### src/disp_pkg.sv
package disp_pkg;

    localparam int X_BITS = 11;   // horizontal active coordinate
    localparam int Y_BITS = 10;   // vertical active coordinate

    typedef struct packed {
        logic [4:0] r;
        logic [5:0] g;
        logic [4:0] b;
    } rgb565_t;

    typedef struct packed {
        logic [7:0] r;
        logic [7:0] g;
        logic [7:0] b;
    } rgb888_t;

    // 24-bit timing bundle from the raster generator
    typedef struct packed {
        logic              vs;
        logic              hs;
        logic              de;
        logic [X_BITS-1:0] x;
        logic [Y_BITS-1:0] y;
    } disp_timing_t;

    // 50-bit display word towards the hdmi transmitter
    typedef struct packed {
        logic              vs;
        logic              hs;
        logic              de;
        logic              href;
        logic              sof;
        rgb888_t           rgb;
        logic [X_BITS-1:0] x;
        logic [Y_BITS-1:0] y;
    } disp_pack_t;

    function automatic rgb888_t expand_565(input rgb565_t pix);
        rgb888_t c;
        c.r = {pix.r, 3'b000};   // msb aligned with zero fill
        c.g = {pix.g, 2'b00};
        c.b = {pix.b, 3'b000};
        return c;
    endfunction

endpackage : disp_pkg

### src/sync_vg.sv
module sync_vg #(
    parameter int H_FP   = 300,
    parameter int H_BP   = 300,
    parameter int H_SYNC = 12,
    parameter int H_ACT  = 1280,
    parameter int V_FP   = 9,
    parameter int V_BP   = 9,
    parameter int V_SYNC = 2,
    parameter int V_ACT  = 720
) (
    input  logic                   clk,
    input  logic                   rstn,
    output disp_pkg::disp_timing_t o_timing
);

    import disp_pkg::*;

    localparam int H_TOTAL = H_SYNC + H_BP + H_ACT + H_FP;
    localparam int V_TOTAL = V_SYNC + V_BP + V_ACT + V_FP;

    // line order is sync, back porch, active, front porch
    localparam logic [X_BITS-1:0] H_LAST     = X_BITS'(H_TOTAL - 1);
    localparam logic [X_BITS-1:0] H_SYNC_END = X_BITS'(H_SYNC);
    localparam logic [X_BITS-1:0] H_ACT_BEG  = X_BITS'(H_SYNC + H_BP);
    localparam logic [X_BITS-1:0] H_ACT_END  = X_BITS'(H_SYNC + H_BP + H_ACT);
    localparam logic [X_BITS-1:0] H_ACT_W    = X_BITS'(H_ACT);

    // frame uses the same order in lines
    localparam logic [Y_BITS-1:0] V_LAST     = Y_BITS'(V_TOTAL - 1);
    localparam logic [Y_BITS-1:0] V_SYNC_END = Y_BITS'(V_SYNC);
    localparam logic [Y_BITS-1:0] V_ACT_BEG  = Y_BITS'(V_SYNC + V_BP);
    localparam logic [Y_BITS-1:0] V_ACT_END  = Y_BITS'(V_SYNC + V_BP + V_ACT);
    localparam logic [Y_BITS-1:0] V_ACT_W    = Y_BITS'(V_ACT);

    logic [X_BITS-1:0] h_cnt;
    logic [Y_BITS-1:0] v_cnt;
    logic              h_wrap;
    logic              h_in_act;
    logic              v_in_act;
    disp_timing_t      timing_d;
    disp_timing_t      timing_q;

    assign h_wrap = (h_cnt == H_LAST);

    always_ff @(posedge clk or negedge rstn) begin
        if (!rstn) begin
            h_cnt <= '0;
        end else if (h_wrap) begin
            h_cnt <= '0;
        end else begin
            h_cnt <= h_cnt + 1'b1;
        end
    end

    always_ff @(posedge clk or negedge rstn) begin
        if (!rstn) begin
            v_cnt <= '0;
        end else if (h_wrap) begin
            if (v_cnt == V_LAST) begin
                v_cnt <= '0;   // end of frame
            end else begin
                v_cnt <= v_cnt + 1'b1;
            end
        end
    end

    assign h_in_act = (h_cnt >= H_ACT_BEG) && (h_cnt < H_ACT_END);
    assign v_in_act = (v_cnt >= V_ACT_BEG) && (v_cnt < V_ACT_END);

    always_comb begin
        timing_d.vs = (v_cnt < V_SYNC_END);
        timing_d.hs = (h_cnt < H_SYNC_END);
        timing_d.de = h_in_act && v_in_act;
        if (timing_d.de) begin
            timing_d.x = h_cnt - H_ACT_BEG;
            timing_d.y = v_cnt - V_ACT_BEG;
        end else begin
            timing_d.x = '0;   // coordinates parked in blanking
            timing_d.y = '0;
        end
    end

    always_ff @(posedge clk or negedge rstn) begin
        if (!rstn) begin
            timing_q <= '0;
        end else begin
            timing_q <= timing_d;
        end
    end

    assign o_timing = timing_q;

    a_coord_in_window: assert property (
        @(posedge clk) disable iff (!rstn)
        timing_q.de |-> (timing_q.x < H_ACT_W) && (timing_q.y < V_ACT_W)
    ) else $error("sync_vg: active coordinate outside window");

    a_no_hs_in_active: assert property (
        @(posedge clk) disable iff (!rstn)
        timing_q.de |-> !timing_q.hs
    ) else $error("sync_vg: hsync overlaps active video");

endmodule : sync_vg

### src/hdmi_pack.sv
module hdmi_pack (
    input  logic                   clk,
    input  logic                   rstn,
    input  disp_pkg::disp_timing_t i_timing,
    input  disp_pkg::rgb565_t      i_pixel,
    input  logic                   i_href,
    output disp_pkg::disp_pack_t   o_pack
);

    import disp_pkg::*;

    logic       at_origin;
    disp_pack_t pack_d;
    disp_pack_t pack_q;

    assign at_origin = (i_timing.x == '0) && (i_timing.y == '0);

    always_comb begin
        pack_d.vs   = i_timing.vs;
        pack_d.hs   = i_timing.hs;
        pack_d.de   = i_timing.de;
        pack_d.href = i_href;                      // camera href left unaligned
        pack_d.sof  = i_timing.de && at_origin;    // first active pixel
        pack_d.rgb  = expand_565(i_pixel);
        pack_d.x    = i_timing.x;
        pack_d.y    = i_timing.y;
    end

    always_ff @(posedge clk or negedge rstn) begin
        if (!rstn) begin
            pack_q <= '0;
        end else begin
            pack_q <= pack_d;
        end
    end

    assign o_pack = pack_q;

    // start of frame lies in active video, past both sync pulses
    a_sof_in_active: assert property (
        @(posedge clk) disable iff (!rstn)
        pack_q.sof |-> pack_q.de && !pack_q.vs && !pack_q.hs
    ) else $error("hdmi_pack: sof outside active video");

    // one sof per frame, so never on back to back cycles
    a_sof_single: assert property (
        @(posedge clk) disable iff (!rstn)
        pack_q.sof |=> !pack_q.sof
    ) else $error("hdmi_pack: repeated sof");

endmodule : hdmi_pack

### src/hdmi_display.sv
module hdmi_display #(
    parameter int H_FP       = 300,
    parameter int H_BP       = 300,
    parameter int H_SYNC     = 12,
    parameter int H_ACT      = 1280,
    parameter int V_FP       = 9,
    parameter int V_BP       = 9,
    parameter int V_SYNC     = 2,
    parameter int V_ACT      = 720,
    parameter int DATA_DELAY = 25
) (
    input  logic                 clk,
    input  logic                 rstn,
    input  logic                 i_vsync,
    input  logic                 i_href,
    input  disp_pkg::rgb565_t    i_data,
    output disp_pkg::disp_pack_t o_pack
);

    import disp_pkg::*;

    logic         vsync_q;
    logic         lock;
    logic         vg_rstn;
    disp_timing_t timing;
    rgb565_t      pix_dly [DATA_DELAY];
    rgb565_t      pix_aligned;

    // lock on the first vsync rising edge and stay free running
    always_ff @(posedge clk or negedge rstn) begin
        if (!rstn) begin
            vsync_q <= 1'b0;
            lock    <= 1'b0;
        end else begin
            vsync_q <= i_vsync;
            if (!lock && i_vsync && !vsync_q) begin
                lock <= 1'b1;
            end
        end
    end

    assign vg_rstn = rstn & lock;   // timing generator held until lock

    sync_vg #(
        .H_FP   (H_FP),
        .H_BP   (H_BP),
        .H_SYNC (H_SYNC),
        .H_ACT  (H_ACT),
        .V_FP   (V_FP),
        .V_BP   (V_BP),
        .V_SYNC (V_SYNC),
        .V_ACT  (V_ACT)
    ) u_sync_vg (
        .clk      (clk),
        .rstn     (vg_rstn),
        .o_timing (timing)
    );

    // camera pixels trail the generated raster by DATA_DELAY cycles
    always_ff @(posedge clk) begin
        pix_dly[0] <= i_data;
        for (int i = 1; i < DATA_DELAY; i++) begin
            pix_dly[i] <= pix_dly[i-1];
        end
    end

    assign pix_aligned = pix_dly[DATA_DELAY-1];

    hdmi_pack u_hdmi_pack (
        .clk      (clk),
        .rstn     (rstn),
        .i_timing (timing),
        .i_pixel  (pix_aligned),
        .i_href   (i_href),
        .o_pack   (o_pack)
    );

    a_lock_sticky: assert property (
        @(posedge clk) disable iff (!rstn)
        lock |=> lock
    ) else $error("hdmi_display: lock dropped without reset");

endmodule : hdmi_display

### config.mk
export PLATFORM = sky130hd
export DESIGN_NAME = hdmi_display
export DESIGN_NICKNAME = d
export VERILOG_FILES = /design/src/disp_pkg.sv /design/src/sync_vg.sv /design/src/hdmi_pack.sv /design/src/hdmi_display.sv
export SDC_FILE = /design/constraint.sdc
export NUM_CORES = 1
export LEC_CHECK = 0
export BUFFER_PORTS_ARGS = -buffer_cell sky130_fd_sc_hd__buf_2
export CAP_MARGIN = 20
export CORE_ASPECT_RATIO = 0.9
export CORE_UTILIZATION = 50
export CTS_CLUSTER_DIAMETER = 100
export DETAILED_ROUTE_END_ITERATION = 8
export PLACE_DENSITY = 0.68
export SLEW_MARGIN = 20
export SYNTH_ARGS = -nofsm -noshare
export SYNTH_HDL_FRONTEND = slang
export SYNTH_SLANG_ARGS = --single-unit
### constraint.sdc
create_clock -name clk -period 3.5 [get_ports clk]
set_input_delay 0.525 -clock clk [delete_from_list [all_inputs] [get_ports clk]]
set_output_delay 0.525 -clock clk [all_outputs]
set_load 0.05 [all_outputs]
Yosys cells after proc, flatten, opt, wreduce, memory -nomap -nowiden

Memory sizes are Yosys's and may differ from the RTL's. A register that Yosys moved wholly into a read port is not among the register bits.
Cells that the tools add are included.

Logic and storage cells: 45
Memories: 1
Input port bits: 20
RAM bits: 400
Memory bits (read-only): 0
Bits in latches: 0
Register bits: 73
Output and inout bits: 50

Memory list:

| name    | depth | width | rd ports | clocked after memory_dff | write ports | line               | text |
|---|---|---|---|---|---|---|---|
| pix_dly | 25    | 16    | 25       | 1                        | 25          | hdmi_display.sv:26 | `rgb565_t pix_dly [DATA_DELAY];` |

Divide/modulo/power cells: 0
$lt $le $gt $ge: 6
Add/sub/neg operators: 4
Mux-type cells: 3
Shift operators: 0
Multipliers: 0
Equality and inequality tests: 2
Bitwise logic cells: 1
Reduce and logical (&&, ||, !) cells: 12

Operators by type and width:

| kind                  | number |
|---|---|
| $mux 21               | 1 |
| $add 11x1->11 const B | 1 |
| $eq 11x11->1 const B  | 1 |
| $ge 11x9->1 const B   | 1 |
| $logic_not 11->1      | 1 |
| $lt 11x11->1 const B  | 1 |
| $lt 11x4->1 const B   | 1 |
| $mux 11               | 1 |
| $sub 11x9->11 const B | 1 |
| $add 10x1->10 const B | 1 |
| $eq 10x10->1 const B  | 1 |
| $ge 10x4->1 const B   | 1 |
| $logic_not 10->1      | 1 |
| $lt 10x10->1 const B  | 1 |
| $lt 10x2->1 const B   | 1 |
| $mux 10               | 1 |
| $sub 10x4->10 const B | 1 |
| $logic_and 1x1->1     | 7 |
| $logic_not 1->1       | 3 |
| $and 1x1->1           | 1 |

Logic depth before layout (Yosys ltp)

Depth after elaboration: 4
Depth in mapped cells: 6
Depth with buffers taken out: 5

Cells and area by module

From an unflattened synthesis, not the netlist that was laid out.

Cell total of the unflattened synthesis: 677
Area, all modules: 11437.2 um2

Modules (own cells, without submodules):

| module       | sequential area each (um2) | cells each | instances | area an instance (um2) |
|---|---|---|---|---|
| hdmi_display | 8057.7                     | 405        | 1         | 8075.2 |
| sync_vg      | 1126.1                     | 214        | 1         | 2193.4 |
| hdmi_pack    | 1051.0                     | 58         | 1         | 1168.6 |

Least setup slack after synthesis

Ideal clock, no wire load.

Path type: register to register
From: register u_sync_vg.h_cnt[3]
To: register u_sync_vg.timing_q, in the netlist u_sync_vg.o_timing[4]
Stages on the path, launching flop included: 7
Setup slack: 1.632 ns
Period minus slack after synthesis: 1.868 ns
Setup time: 0.087 ns
Buffers on the path: 1
Data arrival time: 1.781 ns
Data required time: 3.413 ns
Path through: dfrtp_1 -> ha_1 -> a2111oi_4 -> o21ai_1 -> a211o_1 -> buf_6 -> a211oi_2

RTL lines:

| element                | line          | text |
|---|---|---|
| start, declared        | sync_vg.sv:35 | `logic [X_BITS-1:0] h_cnt;` |
| start signal, assigned | sync_vg.sv:51 | `h_cnt <= h_cnt + 1'b1;` |
| end signal, assigned   | sync_vg.sv:87 | `timing_q <= timing_d;` |
| end, declared          | sync_vg.sv:41 | `disp_timing_t timing_q;` |

==> results.json <==
{
  "outcome": "completed",
  "wl_per_cell_um": 12.1,
  "track_usage": 0.116,
  "hpwl_um": 7910,
  "cts_setup_buffers": 0,
  "ys.flop_type": "dfxtp_1",
  "drc_errors": 0,
  "start_util": 0.513,
  "synth_compound_area_frac": 0.0267,
  "numCtsBuffers": 43,
  "synthSimpleGateAreaFrac": 0.0536,
  "ys_seq_area_frac": 0.881,
  "start_kind": "flip-flop",
  "fillers": 1705,
  "dpl_cell_area_sq_um": 12200,
  "cts_buffer_depth": 3,
  "antenna_found_initial": 0,
  "p_leak_nw": 5.91,
  "synth_cells": 677,
  "ys_types": 56,
  "pwr-share-clk": 0.422,
  "rsz0062_at_grt": "no",
  "synth-edff-count": 0,
  "max_freq_ghz": 0.392,
  "place_inst": 1021,
  "insertedDiodeCount": 0,
  "gr-total-overflow": 0,
  "pwr-share-seq": 0.568,
  "port_buffers": 61,
  "synth_seq_cells": 489,
  "async_reset_ff_frac": 0.182,
  "drt-vias-per-instance": 4.33,
  "switching_power_mw": 1.97,
  "grt_max_degree": 46,
  "required_ps": 3890,
  "cap_violations": 0,
  "worst_pin_slew_ps": 981,
  "synth_xor_area_frac": 0.0128,
  "synth_fa_ha_area_frac": 0.00431,
  "startpoint": "u_sync_vg.h_cnt[3]",
  "fin_cells": 1100,
  "clk_pin_slew_ps": 60,
  "grt_pass1_vias": 4539,
  "grt_pass1_wl_um": 21900,
  "cts_hold_buffers": 0,
  "synth_common_cells": "dfxtp_1, dfrtp_1, nor2_1",
  "dieArea_sq_um": 23900,
  "slew_viol_final": 0,
  "clock_skew_ps": 9.09,
  "htree_levels": 2,
  "die_w_um": 163,
  "slew_headroom": 0.346,
  "syn_to_final_growth_pct": 16.5,
  "synth_top_area_frac": 0.689,
  "cts.sinks": 489,
  "layout-drive-gt1-share": 0.197,
  "fp.coreArea_sq_um": 22600,
  "stdcell_area_sq_um": 13500,
  "synth_area_sq_um": 11600,
  "synthMuxAreaShare": 0.00463,
  "p_int_mw": 8.39,
  "fp-row-count": 52,
  "vdd_drop_max_uv": 494,
  "fin_nets": 793,
  "first_pass_iters": 4,
  "switching_share": 0.190,
  "chipHeight_um": 147,
  "routed_wl_um": 13300,
  "r2r_slack_ps": 950,
  "cts_resized": 0,
  "final_antenna_net_count": 0,
  "cts_tree": "done",
  "fin_crit_ps": 2550,
  "critPathCaptureType": "flip-flop",
  "crit_fanout": 21,
  "synth_top_family_by_area": "simple AND/OR/NAND/NOR gates",
  "synth.area.top_cells": "dfxtp_1, dfrtp_1, xnor2_1",
  "pwr-share-comb": 0.009,
  "root_buffer": "clkbuf_16",
  "worstSetupPathType": "flip-flop to flip-flop",
  "vias": 4763,
  "cp.arrival_ps": 2940,
  "first_iter_violations": 194,
  "setup_tns_ps": 0,
  "worstReg2RegStart": "u_sync_vg.h_cnt[3]",
  "gp_congestion": 0.691,
  "ys_warn_count": 0,
  "fin_crit_sh": 0.728,
  "final-setup-viol-count": 0,
  "power_density_nw_per_um2": 765,
  "clk_latency_ps": 520,
  "yosysMostFrequentCell": "dfxtp_1",
  "avgSynthCellArea_sq_um": 17.2,
  "ios": 70,
  "hold_class": "primary input to async pin",
  "hold_violations": 0,
  "yosysTopAreaCell": "dfxtp_1"
}
## layer usage
layer	global-route usage	vias up	wire length [um]
met1	0.163	2229	6620
met2	0.166	116	5570
met5	0	-	0
li1	-	2375	-
met3	0.0307	43	699
met4	0.0542	0	395
## metrics by stage
step / power [mW] / util / worst slack, ps / hold WS (ps)
after floorplan: 6.06 / - / 1630 / 229
after global placement: 6.10 / 0.537 / 1160 / 309
after detailed placement: 6.11 / 0.537 / 968 / 312
after CTS: 10.5 / 0.598 / 941 / 78.2
after global routing: 10.8 / 0.598 / 788 / 75.2
final: 10.4 / 0.598 / 951 / 90.2
## layout by cell type, fill, tap and decap left out, types with 8 or more instances in the layout
cell,netlist,routed
buf_2,6,61
dfrtp_1,89,89
clkbuf_16,0,45
a21oi_1,9,9
conb_1,1,8
nand2_1,13,13
nor2_1,17,17
clkbuf_1,0,15
dfxtp_1,400,400
xnor2_1,14,14
nor3_2,11,11
## cells by family after synthesis
group	after synthesis
fa+ha+maj	4
flops	489
compound gates	38
simple gates	93
other cells	1
buf+inv	30
mux	5
xor+xnor	17
## power groups by stage
stage / logic, mW / registers (mW) / clock network [mW]
after global placement: 0.0967 / 6.00 / 0
after detailed placement: 0.0975 / 6.01 / 0
final: 0.0959 / 5.89 / 4.37
after floorplan: 0.0336 / 6.03 / 0
after global routing: 0.104 / 5.91 / 4.76
after CTS: 0.0977 / 5.89 / 4.51
## sequential cells by signal, indices dropped and copies added (netlist names)
register	count
pix_dly	400
u_hdmi_pack.o_pack	42
u_sync_vg.o_timing	24
u_sync_vg.h_cnt	11
u_sync_vg.v_cnt	10
lock	1
vsync_q	1
## area by class of cell
cell class / instances / area, sq um / share of cell area
clock buffers: 67 / 1280 / 0.0945
clock inverters: 12 / 86.3 / 0.00638
inverters: 8 / 30.0 / 0.00222
multi-input cells: 165 / 1220 / 0.0901
flip-flops and latches: 489 / 10200 / 0.756
well taps: 297 / 372 / 0.0275
repair buffers: 62 / 313 / 0.0231
## final timing paths
| kind | to | cells after the start |
|---|---|---|
| worst max-delay path | u_sync_vg.o_timing[2] | 5 |
| worst min-delay path | u_hdmi_pack.o_pack[25] | 2 |
| worst max register to register | u_sync_vg.o_timing[2] | 5 |
| worst min register to register | pix_dly[23][2] | 0 |
| max in group asynchronous | u_sync_vg.o_timing[20] | 1 |
| min in group clk | pix_dly[0][5] | 1 |
## critical path: stages, from the launching register on
cell and delay (ps):
dfrtp_1 490, ha_1 360, a2111oi_4 380, o21ai_1 110, a211o_1 600, nor4_1 470
Note: power is estimated with default switching activity, not from simulation.
